===== config.mk =====
export PLATFORM = sky130hd
export DESIGN_NAME = lrelu_engine
export DESIGN_NICKNAME = d
export VERILOG_FILES = /design/src/coef_pkg.sv /design/src/lrelu_pkg.sv /design/src/coef_bus_if.sv /design/src/coef_arbiter.sv /design/src/coef_fetch.sv /design/src/coef_loader.sv /design/src/lrelu_engine.sv /design/src/lrelu_pipe.sv
export SDC_FILE = /design/constraint.sdc
export NUM_CORES = 2
export LEC_CHECK = 0
export ABC_AREA = 1
export ABC_CLOCK_PERIOD_IN_PS = 9700
export BUFFER_PORTS_ARGS = -buffer_cell sky130_fd_sc_hd__buf_4
export CORE_ASPECT_RATIO = 1.5
export CORE_MARGIN = 4
export CORE_UTILIZATION = 40
export CTS_CLUSTER_SIZE = 30
export DETAILED_ROUTE_END_ITERATION = 8
export PLACE_DENSITY = 0.56
export SLEW_MARGIN = 20
export SYNTH_ARGS = -nofsm -noshare
export SYNTH_HDL_FRONTEND = slang
export SYNTH_SLANG_ARGS = --single-unit

===== constraint.sdc =====
create_clock -name clk -period 9.7 [get_ports clk]
set_input_delay 1.455 -clock clk [delete_from_list [all_inputs] [get_ports clk]]
set_output_delay 1.455 -clock clk [all_outputs]
set_load 0.01 [all_outputs]

===== src/coef_pkg.sv =====
package coef_pkg;

  localparam int coef_depth  = 16;
  localparam int coef_addr_w = $clog2(coef_depth);

  // memory layout matches the arrival order on the config port
  localparam int addr_d       = 0;    // shared D
  localparam int addr_a_base  = 1;    // A[ch] at 1+ch
  localparam int addr_b_base  = 5;    // B[ch] at 5+ch
  localparam int n_coef_words = 9;

  typedef logic [coef_addr_w-1:0] coef_addr_t;

  // one config handshake bridged into one bus write
  typedef enum logic [1:0] {
    ld_idle,
    ld_write,     // bus write pending
    ld_ack,       // cfg_ack high, waiting for cfg_req low
    ld_release    // waiting for bus ack low
  } loader_state_t;

  typedef enum logic [1:0] {
    fe_wait_load,
    fe_request,   // read pending
    fe_drop,      // req dropped, waiting for ack low
    fe_done
  } fetch_state_t;

endpackage


===== src/lrelu_pkg.sv =====
package lrelu_pkg;

  // widths on the sample path
  localparam int sample_w = 16;
  localparam int result_w = 8;
  localparam int coef_w   = 16;       // Q8.8
  localparam int acc_w    = 32;       // holds x*A and the alpha product

  localparam int n_channels = 4;
  localparam int chan_w     = $clog2(n_channels);

  localparam int frac_bits = 8;       // fraction bits of A

  // leaky slope in Q0.8
  localparam int lrelu_alpha     = 26;    // 26/256, about 0.1
  localparam int alpha_frac_bits = 8;

  // output clamp
  localparam int result_max = (1 << (result_w - 1)) - 1;
  localparam int result_min = -(1 << (result_w - 1));

  typedef logic signed [sample_w-1:0] sample_t;
  typedef logic signed [result_w-1:0] result_t;
  typedef logic signed [coef_w-1:0]   coef_t;
  typedef logic signed [acc_w-1:0]    acc_t;
  typedef logic [chan_w-1:0]          chan_t;

endpackage


===== src/coef_bus_if.sv =====
`timescale 1ns/100ps

interface coef_bus_if;

  logic                 req;
  logic                 ack;
  logic                 we;      // 1 write, 0 read
  coef_pkg::coef_addr_t addr;
  lrelu_pkg::coef_t     wdata;
  lrelu_pkg::coef_t     rdata;   // valid while ack is high

  // four-phase, requester holds its fields until ack
  modport requester (
    output req, we, addr, wdata,
    input  ack, rdata
  );

  modport arbiter (
    input  req, we, addr, wdata,
    output ack, rdata
  );

endinterface


===== src/coef_arbiter.sv =====
`timescale 1ns/100ps

module coef_arbiter (
  input  logic        clk,
  input  logic        rst_n,
  coef_bus_if.arbiter load_bus,
  coef_bus_if.arbiter fetch_bus
);

  lrelu_pkg::coef_t mem [coef_pkg::coef_depth];   // upper 7 entries unused

  logic [1:0] req_v;    // bit 0 load, bit 1 fetch
  logic [1:0] ack_q;
  logic [1:0] gnt_q;    // one-hot owner of the memory
  logic [1:0] access;   // granted and not yet acknowledged

  logic                 acc_we;
  coef_pkg::coef_addr_t acc_addr;
  lrelu_pkg::coef_t     acc_wdata;
  lrelu_pkg::coef_t     rdata_q;

  assign req_v  = {fetch_bus.req, load_bus.req};
  assign access = gnt_q & req_v & ~ack_q;

  // fields of the bus holding the grant
  always_comb begin
    if (gnt_q[1]) begin
      acc_we    = fetch_bus.we;
      acc_addr  = fetch_bus.addr;
      acc_wdata = fetch_bus.wdata;
    end else begin
      acc_we    = load_bus.we;
      acc_addr  = load_bus.addr;
      acc_wdata = load_bus.wdata;
    end
  end

  always_ff @(posedge clk) begin
    if (!rst_n) begin
      gnt_q <= '0;
      ack_q <= '0;
    end else begin
      if (gnt_q == 2'b00) begin
        if (req_v[0])
          gnt_q <= 2'b01;          // load wins
        else if (req_v[1])
          gnt_q <= 2'b10;
      end
      for (int i = 0; i < 2; i++) begin
        if (access[i]) begin
          ack_q[i] <= 1'b1;        // access happens this edge
        end else if (ack_q[i] && !req_v[i]) begin
          ack_q[i] <= 1'b0;        // req gone, release the memory
          gnt_q[i] <= 1'b0;
        end
      end
    end
  end

  // one access per grant
  always_ff @(posedge clk) begin
    if (|access) begin
      if (acc_we)
        mem[acc_addr] <= acc_wdata;
      rdata_q <= mem[acc_addr];
    end
  end

  // rdata_q holds while ack is up, nothing else touches it then
  assign load_bus.rdata  = rdata_q;
  assign fetch_bus.rdata = rdata_q;
  assign load_bus.ack    = ack_q[0];
  assign fetch_bus.ack   = ack_q[1];

endmodule


===== src/coef_fetch.sv =====
`timescale 1ns/100ps

module coef_fetch (
  input  logic             clk,
  input  logic             rst_n,
  input  logic             load_busy,
  input  logic             load_done,
  coef_bus_if.requester    bus,
  output lrelu_pkg::coef_t coef_a [lrelu_pkg::n_channels],
  output lrelu_pkg::coef_t coef_b [lrelu_pkg::n_channels],
  output lrelu_pkg::coef_t coef_d,
  output logic             coef_valid
);

  coef_pkg::fetch_state_t state;
  coef_pkg::coef_addr_t   rd_cnt;   // address being read
  lrelu_pkg::chan_t       a_idx;
  lrelu_pkg::chan_t       b_idx;
  logic                   last_word;

  assign a_idx     = lrelu_pkg::chan_t'(rd_cnt - coef_pkg::addr_a_base);
  assign b_idx     = lrelu_pkg::chan_t'(rd_cnt - coef_pkg::addr_b_base);
  assign last_word = (rd_cnt == coef_pkg::coef_addr_t'(coef_pkg::n_coef_words - 1));

  assign bus.we    = 1'b0;   // read only
  assign bus.wdata = '0;
  assign bus.addr  = rd_cnt;

  always_ff @(posedge clk) begin
    if (!rst_n) begin
      state      <= coef_pkg::fe_wait_load;
      rd_cnt     <= '0;
      bus.req    <= 1'b0;
      coef_valid <= 1'b0;
      coef_a     <= '{default: '0};
      coef_b     <= '{default: '0};
      coef_d     <= '0;
    end else begin
      case (state)
        coef_pkg::fe_wait_load: begin
          if (load_done) begin
            rd_cnt  <= '0;
            bus.req <= 1'b1;
            state   <= coef_pkg::fe_request;
          end
        end

        coef_pkg::fe_request: begin
          if (bus.ack) begin
            if (rd_cnt == coef_pkg::addr_d)
              coef_d <= bus.rdata;
            else if (rd_cnt < coef_pkg::addr_b_base)
              coef_a[a_idx] <= bus.rdata;
            else
              coef_b[b_idx] <= bus.rdata;
            bus.req <= 1'b0;
            state   <= coef_pkg::fe_drop;
          end
        end

        coef_pkg::fe_drop: begin
          if (!bus.ack) begin
            if (load_busy) begin
              state <= coef_pkg::fe_wait_load;   // a newer load overtook this fetch
            end else if (last_word) begin
              state <= coef_pkg::fe_done;
            end else begin
              rd_cnt  <= rd_cnt + 1'b1;
              bus.req <= 1'b1;
              state   <= coef_pkg::fe_request;
            end
          end
        end

        coef_pkg::fe_done: begin
          coef_valid <= 1'b1;
          state      <= coef_pkg::fe_wait_load;
        end

        default: state <= coef_pkg::fe_wait_load;
      endcase

      if (load_busy)
        coef_valid <= 1'b0;   // stream held off for the whole load
    end
  end

endmodule


===== src/coef_loader.sv =====
`timescale 1ns/100ps

module coef_loader (
  input  logic             clk,
  input  logic             rst_n,
  input  logic             cfg_req,
  input  lrelu_pkg::coef_t cfg_data,
  output logic             cfg_ack,
  output logic             load_busy,
  output logic             load_done,
  coef_bus_if.requester    bus
);

  coef_pkg::loader_state_t state;
  coef_pkg::coef_addr_t    word_cnt;   // position in the load
  logic                    last_word;

  assign last_word = (word_cnt == coef_pkg::coef_addr_t'(coef_pkg::n_coef_words - 1));

  // words arrive in memory order, so the counter is the address
  assign bus.we    = 1'b1;
  assign bus.addr  = word_cnt;
  assign bus.wdata = cfg_data;   // host keeps it stable until cfg_ack

  always_ff @(posedge clk) begin
    if (!rst_n) begin
      state     <= coef_pkg::ld_idle;
      word_cnt  <= '0;
      bus.req   <= 1'b0;
      cfg_ack   <= 1'b0;
      load_busy <= 1'b0;
      load_done <= 1'b0;
    end else begin
      load_done <= 1'b0;   // single cycle pulse
      case (state)
        coef_pkg::ld_idle: begin
          if (cfg_req) begin
            bus.req   <= 1'b1;
            load_busy <= 1'b1;   // stays up until the ninth word lands
            state     <= coef_pkg::ld_write;
          end
        end

        coef_pkg::ld_write: begin
          if (bus.ack) begin
            bus.req <= 1'b0;
            cfg_ack <= 1'b1;     // word is in memory
            if (last_word) begin
              word_cnt  <= '0;   // next load starts at D
              load_busy <= 1'b0;
              load_done <= 1'b1;
            end else begin
              word_cnt <= word_cnt + 1'b1;
            end
            state <= coef_pkg::ld_ack;
          end
        end

        coef_pkg::ld_ack: begin
          if (!cfg_req) begin
            cfg_ack <= 1'b0;
            state   <= coef_pkg::ld_release;
          end
        end

        coef_pkg::ld_release: begin
          // no new bus req until the arbiter has dropped ack
          if (!bus.ack)
            state <= coef_pkg::ld_idle;
        end

        default: state <= coef_pkg::ld_idle;
      endcase
    end
  end

endmodule


===== src/lrelu_engine.sv =====
`timescale 1ns/100ps

module lrelu_engine (
  input  logic               clk,
  input  logic               rst_n,
  input  logic               cfg_req,
  input  lrelu_pkg::coef_t   cfg_data,
  output logic               cfg_ack,
  input  logic               s_valid,
  input  lrelu_pkg::sample_t s_data,
  input  lrelu_pkg::chan_t   s_chan,
  input  logic               s_lrelu,
  output logic               s_ready,
  output logic               m_valid,
  output lrelu_pkg::result_t m_data
);

  coef_bus_if load_bus ();
  coef_bus_if fetch_bus ();

  logic             load_busy;
  logic             load_done;
  lrelu_pkg::coef_t coef_a [lrelu_pkg::n_channels];
  lrelu_pkg::coef_t coef_b [lrelu_pkg::n_channels];
  lrelu_pkg::coef_t coef_d;

  // shared coefficient memory, load has priority
  coef_arbiter arbiter_i (
    .clk       (clk),
    .rst_n     (rst_n),
    .load_bus  (load_bus),
    .fetch_bus (fetch_bus)
  );

  coef_loader loader_i (
    .clk       (clk),
    .rst_n     (rst_n),
    .cfg_req   (cfg_req),
    .cfg_data  (cfg_data),
    .cfg_ack   (cfg_ack),
    .load_busy (load_busy),
    .load_done (load_done),
    .bus       (load_bus)
  );

  // coef_valid doubles as the stream ready
  coef_fetch fetch_i (
    .clk        (clk),
    .rst_n      (rst_n),
    .load_busy  (load_busy),
    .load_done  (load_done),
    .bus        (fetch_bus),
    .coef_a     (coef_a),
    .coef_b     (coef_b),
    .coef_d     (coef_d),
    .coef_valid (s_ready)
  );

  lrelu_pipe pipe_i (
    .clk        (clk),
    .rst_n      (rst_n),
    .s_valid    (s_valid),
    .s_data     (s_data),
    .s_chan     (s_chan),
    .s_lrelu    (s_lrelu),
    .coef_a     (coef_a),
    .coef_b     (coef_b),
    .coef_d     (coef_d),
    .coef_valid (s_ready),
    .m_valid    (m_valid),
    .m_data     (m_data)
  );

endmodule


===== src/lrelu_pipe.sv =====
`timescale 1ns/100ps

module lrelu_pipe (
  input  logic               clk,
  input  logic               rst_n,
  input  logic               s_valid,
  input  lrelu_pkg::sample_t s_data,
  input  lrelu_pkg::chan_t   s_chan,
  input  logic               s_lrelu,
  input  lrelu_pkg::coef_t   coef_a [lrelu_pkg::n_channels],
  input  lrelu_pkg::coef_t   coef_b [lrelu_pkg::n_channels],
  input  lrelu_pkg::coef_t   coef_d,
  input  logic               coef_valid,
  output logic               m_valid,
  output lrelu_pkg::result_t m_data
);

  logic accept;

  // stage 1, scaled sample
  logic             s1_valid;
  logic             s1_lrelu;
  lrelu_pkg::chan_t s1_chan;
  lrelu_pkg::acc_t  s1_acc;

  // stage 2, biased and activated
  logic             s2_valid;
  lrelu_pkg::acc_t  s2_acc;

  lrelu_pkg::acc_t    bias_sum;
  lrelu_pkg::acc_t    act;
  lrelu_pkg::acc_t    d_sum;
  lrelu_pkg::result_t sat;

  assign accept = s_valid && coef_valid;   // samples outside s_ready are dropped

  // B and the leaky slope
  always_comb begin
    bias_sum = s1_acc + lrelu_pkg::acc_t'(coef_b[s1_chan]);
    if (s1_lrelu && bias_sum < 0)
      act = (bias_sum * lrelu_pkg::acc_t'(lrelu_pkg::lrelu_alpha))
            >>> lrelu_pkg::alpha_frac_bits;
    else
      act = bias_sum;
  end

  // add D and clamp to 8 bits
  always_comb begin
    d_sum = s2_acc + lrelu_pkg::acc_t'(coef_d);
    if (d_sum > lrelu_pkg::result_max)
      sat = lrelu_pkg::result_t'(lrelu_pkg::result_max);
    else if (d_sum < lrelu_pkg::result_min)
      sat = lrelu_pkg::result_t'(lrelu_pkg::result_min);
    else
      sat = lrelu_pkg::result_t'(d_sum);
  end

  always_ff @(posedge clk) begin
    if (!rst_n) begin
      s1_valid <= 1'b0;
      s2_valid <= 1'b0;
      m_valid  <= 1'b0;
    end else begin
      s1_valid <= accept;
      s2_valid <= s1_valid;
      m_valid  <= s2_valid;
    end
  end

  always_ff @(posedge clk) begin
    s1_acc <= (lrelu_pkg::acc_t'(s_data) * lrelu_pkg::acc_t'(coef_a[s_chan]))
              >>> lrelu_pkg::frac_bits;   // back to integer scale
    s1_chan  <= s_chan;
    s1_lrelu <= s_lrelu;
    s2_acc   <= act;
    m_data   <= sat;
  end

endmodule


==> results.toml <==
[placed_design]
hpwl_um = 71300
place_ws_ns = 1.58
port_buffers = 49
dp_cells = 5087
gp_congestion = 0.889

[clock_tree]
cts-resized-gates = 0
cts_setup_buffers = 0
cts_tree = "done"
cts-root-buf = "clkbuf_16"
cts_buffers = 53
cts_max_level = 2
cts.sinks = 501
hold_buffers = 0
cts.path.max_buffers = 3
insertion_delay_ns = 0.63
clk_pin_slew_worst_paths_ns = 0.06

[timing]
fin_crit_sh = 0.778
rsz0062_at_grt = "no"
max_freq_ghz = 0.132
maxSlewHeadroom = 0.217
setup_violations = 0
hold_violations = 0
finalWorstSetupSlack_ns = 2.15
fin_tns_setup_ns = 0
min_period_ns = 7.55
final.setup_skew_ns = 0.0408
worstMarginPinSlew_ns = 1.17
finalMaxSlewViolations = 0

[grt]
grt_pass1_wl_um = 149000
overflow = 0
grt_max_degree = 135
grtUsageTotal = 0.203
grt_pass1_vias = 26991
antenna_found_initial = 0

[layout]
final_common_cell = "inv_1"
area_delta_synth_final_pct = 9.32
final-instance-count-excl-fill = 5184
fin_nets = 4540
mostFrequentLayoutCells = "inv_1 (746), nand2_1 (620), a21oi_1 (388)"
utilization = 0.442
drive_above_1_share = 0.0643

[floorplan]
core-area_mm2 = 0.0867
die_width_um = 250
initial_core_util = 0.404
rows = 132
io_pins = 50
die_area_mm2 = 0.0925
die_h_um = 370

[outcome]
status = "complete, no violations"

[routing]
vias = 26371
drt-met1-wl_um = 36900
wl_per_cell_um = 18.2
top_layer = "met4"
viasPerCell = 5.09
dr_wl_met3_um = 3140
drt-initial-drc-count = 1411
ant_nets = 0
wl_um = 94500
route.detailed.drc = 0
met2WireLength_um = 50400
firstDrtPassIters = 5

[yosys]
yosys.cell_types.count = 56
synth_compound_area_frac = 0.138
yosysSeqAreaShare = 0.364
synthMuxAreaShare = 0
synth_xor_area_frac = 0.0197
synthSimpleGateAreaFrac = 0.138
syn_area_mm2 = 0.0350
synthArstFlopShare = 0
ys.flop_type = "edfxtp_1"
synth_edf_count = 272
synth_adder_area_share = 0.239
yosysWarnings = 0
synth_cells = 3996
synth_top_family_by_area = "adder cells"
syn_avg_cell_area_um2 = 8.77
synth_fp_nets = 4533
ys_seq_elements = 501

[worst_setup_path]
worstPathRequired_ns = 10.26
ff2ff_setup_slack_ns = 2.30
cp-startpoint = "s_chan[0]"
setup.worst_path.class = "input port to flip-flop"
crit_top_cell = "fa_1"
max_stage_delay_ns = 0.81
endpoint_kind = "flip-flop"
rr_endpoint = "pipe_i.s2_acc[23]"
crit_fanout = 62
cpMaxStageDelayCell = "fa_1"
ff2ff_path_depth = 26
endpoint = "pipe_i.s1_acc[17]"
critPathLaunchType = "input port"
arrival_ns = 8.11
rr_startpoint = "pipe_i.s1_chan[0]"
crit_chain = "buf_4 -> a21oi_1 -> o21ai_0 -> nand2_1 -> nor2_1 -> inv_1 -> fa_1 -> inv_1 -> fa_1 -> fa_1 -> fa_1 -> fa_1 -> inv_1 -> fa_1 -> inv_1 -> ha_1 -> nand2_1 -> nor2_1 -> inv_1 -> nor2_1 -> nand4_1 -> nand2_1 -> xor2_1"

[job]
drv_cap = 0

[worst_hold_path]
hold_path.class = "flip-flop to flip-flop"
hold_start = "pipe_i.s2_valid"
==> cell families (layout without fill, tap and decap cells) <==
| logic type | Yosys count | count (layout) |
|---|---|---|
| adders and majority gates | 498 | 498 |
| DFF | 501 | 501 |
| and+or+nand+nor | 1170 | 1170 |
| xor gates and xnor gates | 79 | 79 |
| AOI/OAI and AO/OA | 845 | 845 |
| other | 0 | 1 |
| buffers and inverters | 903 | 951 |
==> cell type report <==
cell class / count / area (um^2)
clock inverter: 32 / 369
tap: 1139 / 1430
multi-input combinational: 2592 / 18800
sequential: 501 / 12800
inverter: 770 / 2890
clock buffer: 64 / 1400
timing repair buffer: 85 / 642
antenna: 1 / 2.50
fill: 8639 / 48400
==> metal layers <==
metal	GRT usage	vias up
met2	0.390	518
met1	0.231	12776
li1	-	12913
met4	0.0787	0
met3	0.0209	164
met5	0	-
==> cells in the mapped netlist, types with 12 or more instances <==
cell | number | area [um^2]
nor3_1 | 12 | 60.1
fa_1 | 286 | 5730
nand3_1 | 92 | 460
xnor2_1 | 31 | 272
buf_2 | 13 | 65.1
buf_1 | 12 | 45.0
or3_1 | 16 | 100
buf_6 | 15 | 169
ha_1 | 212 | 2650
a22oi_1 | 102 | 766
xor2_1 | 48 | 420
nor2_1 | 347 | 1300
a22oi_2 | 26 | 325
clkbuf_1 | 88 | 330
o21ai_0 | 258 | 1290
or2_0 | 16 | 100
dfxtp_1 | 229 | 4580
inv_1 | 746 | 2800
edfxtp_1 | 272 | 8170
inv_2 | 15 | 56.3
nand4_1 | 31 | 194
nand2_1 | 620 | 2330
a21oi_1 | 388 | 1940
==> sequential cells by signal, summed over array words and instances, names as in the netlist, 2 cells and up <==
signal and flops:
pipe_i.s2_acc 25, fetch_i.coef_b 64, arbiter_i.ack_q 2, fetch_i.coef_d 16
pipe_i.m_data 8, fetch_i.bus.addr 4, loader_i.state 2, fetch_i.state 2
arbiter_i.gnt_q 2, loader_i.bus.addr 4, arbiter_i.mem 256, fetch_i.coef_a 64
pipe_i.s1_chan 2, pipe_i.s1_acc 24, arbiter_i.fetch_bus.rdata 16
==> worst min path at each step <==
stage	slack [ns]	end	cells after the start
after floorplan	0.39	pipe_i.m_valid	2
after global placement	0.40	pipe_i.m_valid	2
after detailed placement	0.40	pipe_i.m_valid	2
after CTS	0.41	pipe_i.s2_valid	2
after global routing	0.44	pipe_i.m_valid	2
final	0.41	pipe_i.m_valid	2
==> metrics by stage <==
step                hold WS (ns)  cell area (um^2)
floorplan                  0.390             35000
global placement           0.402             36500
detailed placement         0.397             36500
CTS                        0.413             38300
global route               0.438             38300
finish                     0.412             38300
==> critical path: cells and delay by family <==
family          cells  cell delay (ns)
xor+xnor            1             0.15
compound gates      2             0.27
buf+inv             6             0.81
simple gates        7             1.64
fa+ha+maj           7             3.73
Power is left out: the tool's default activity adds up to more than one toggle a clock period on the data nets, which glitch-free logic cannot reach.
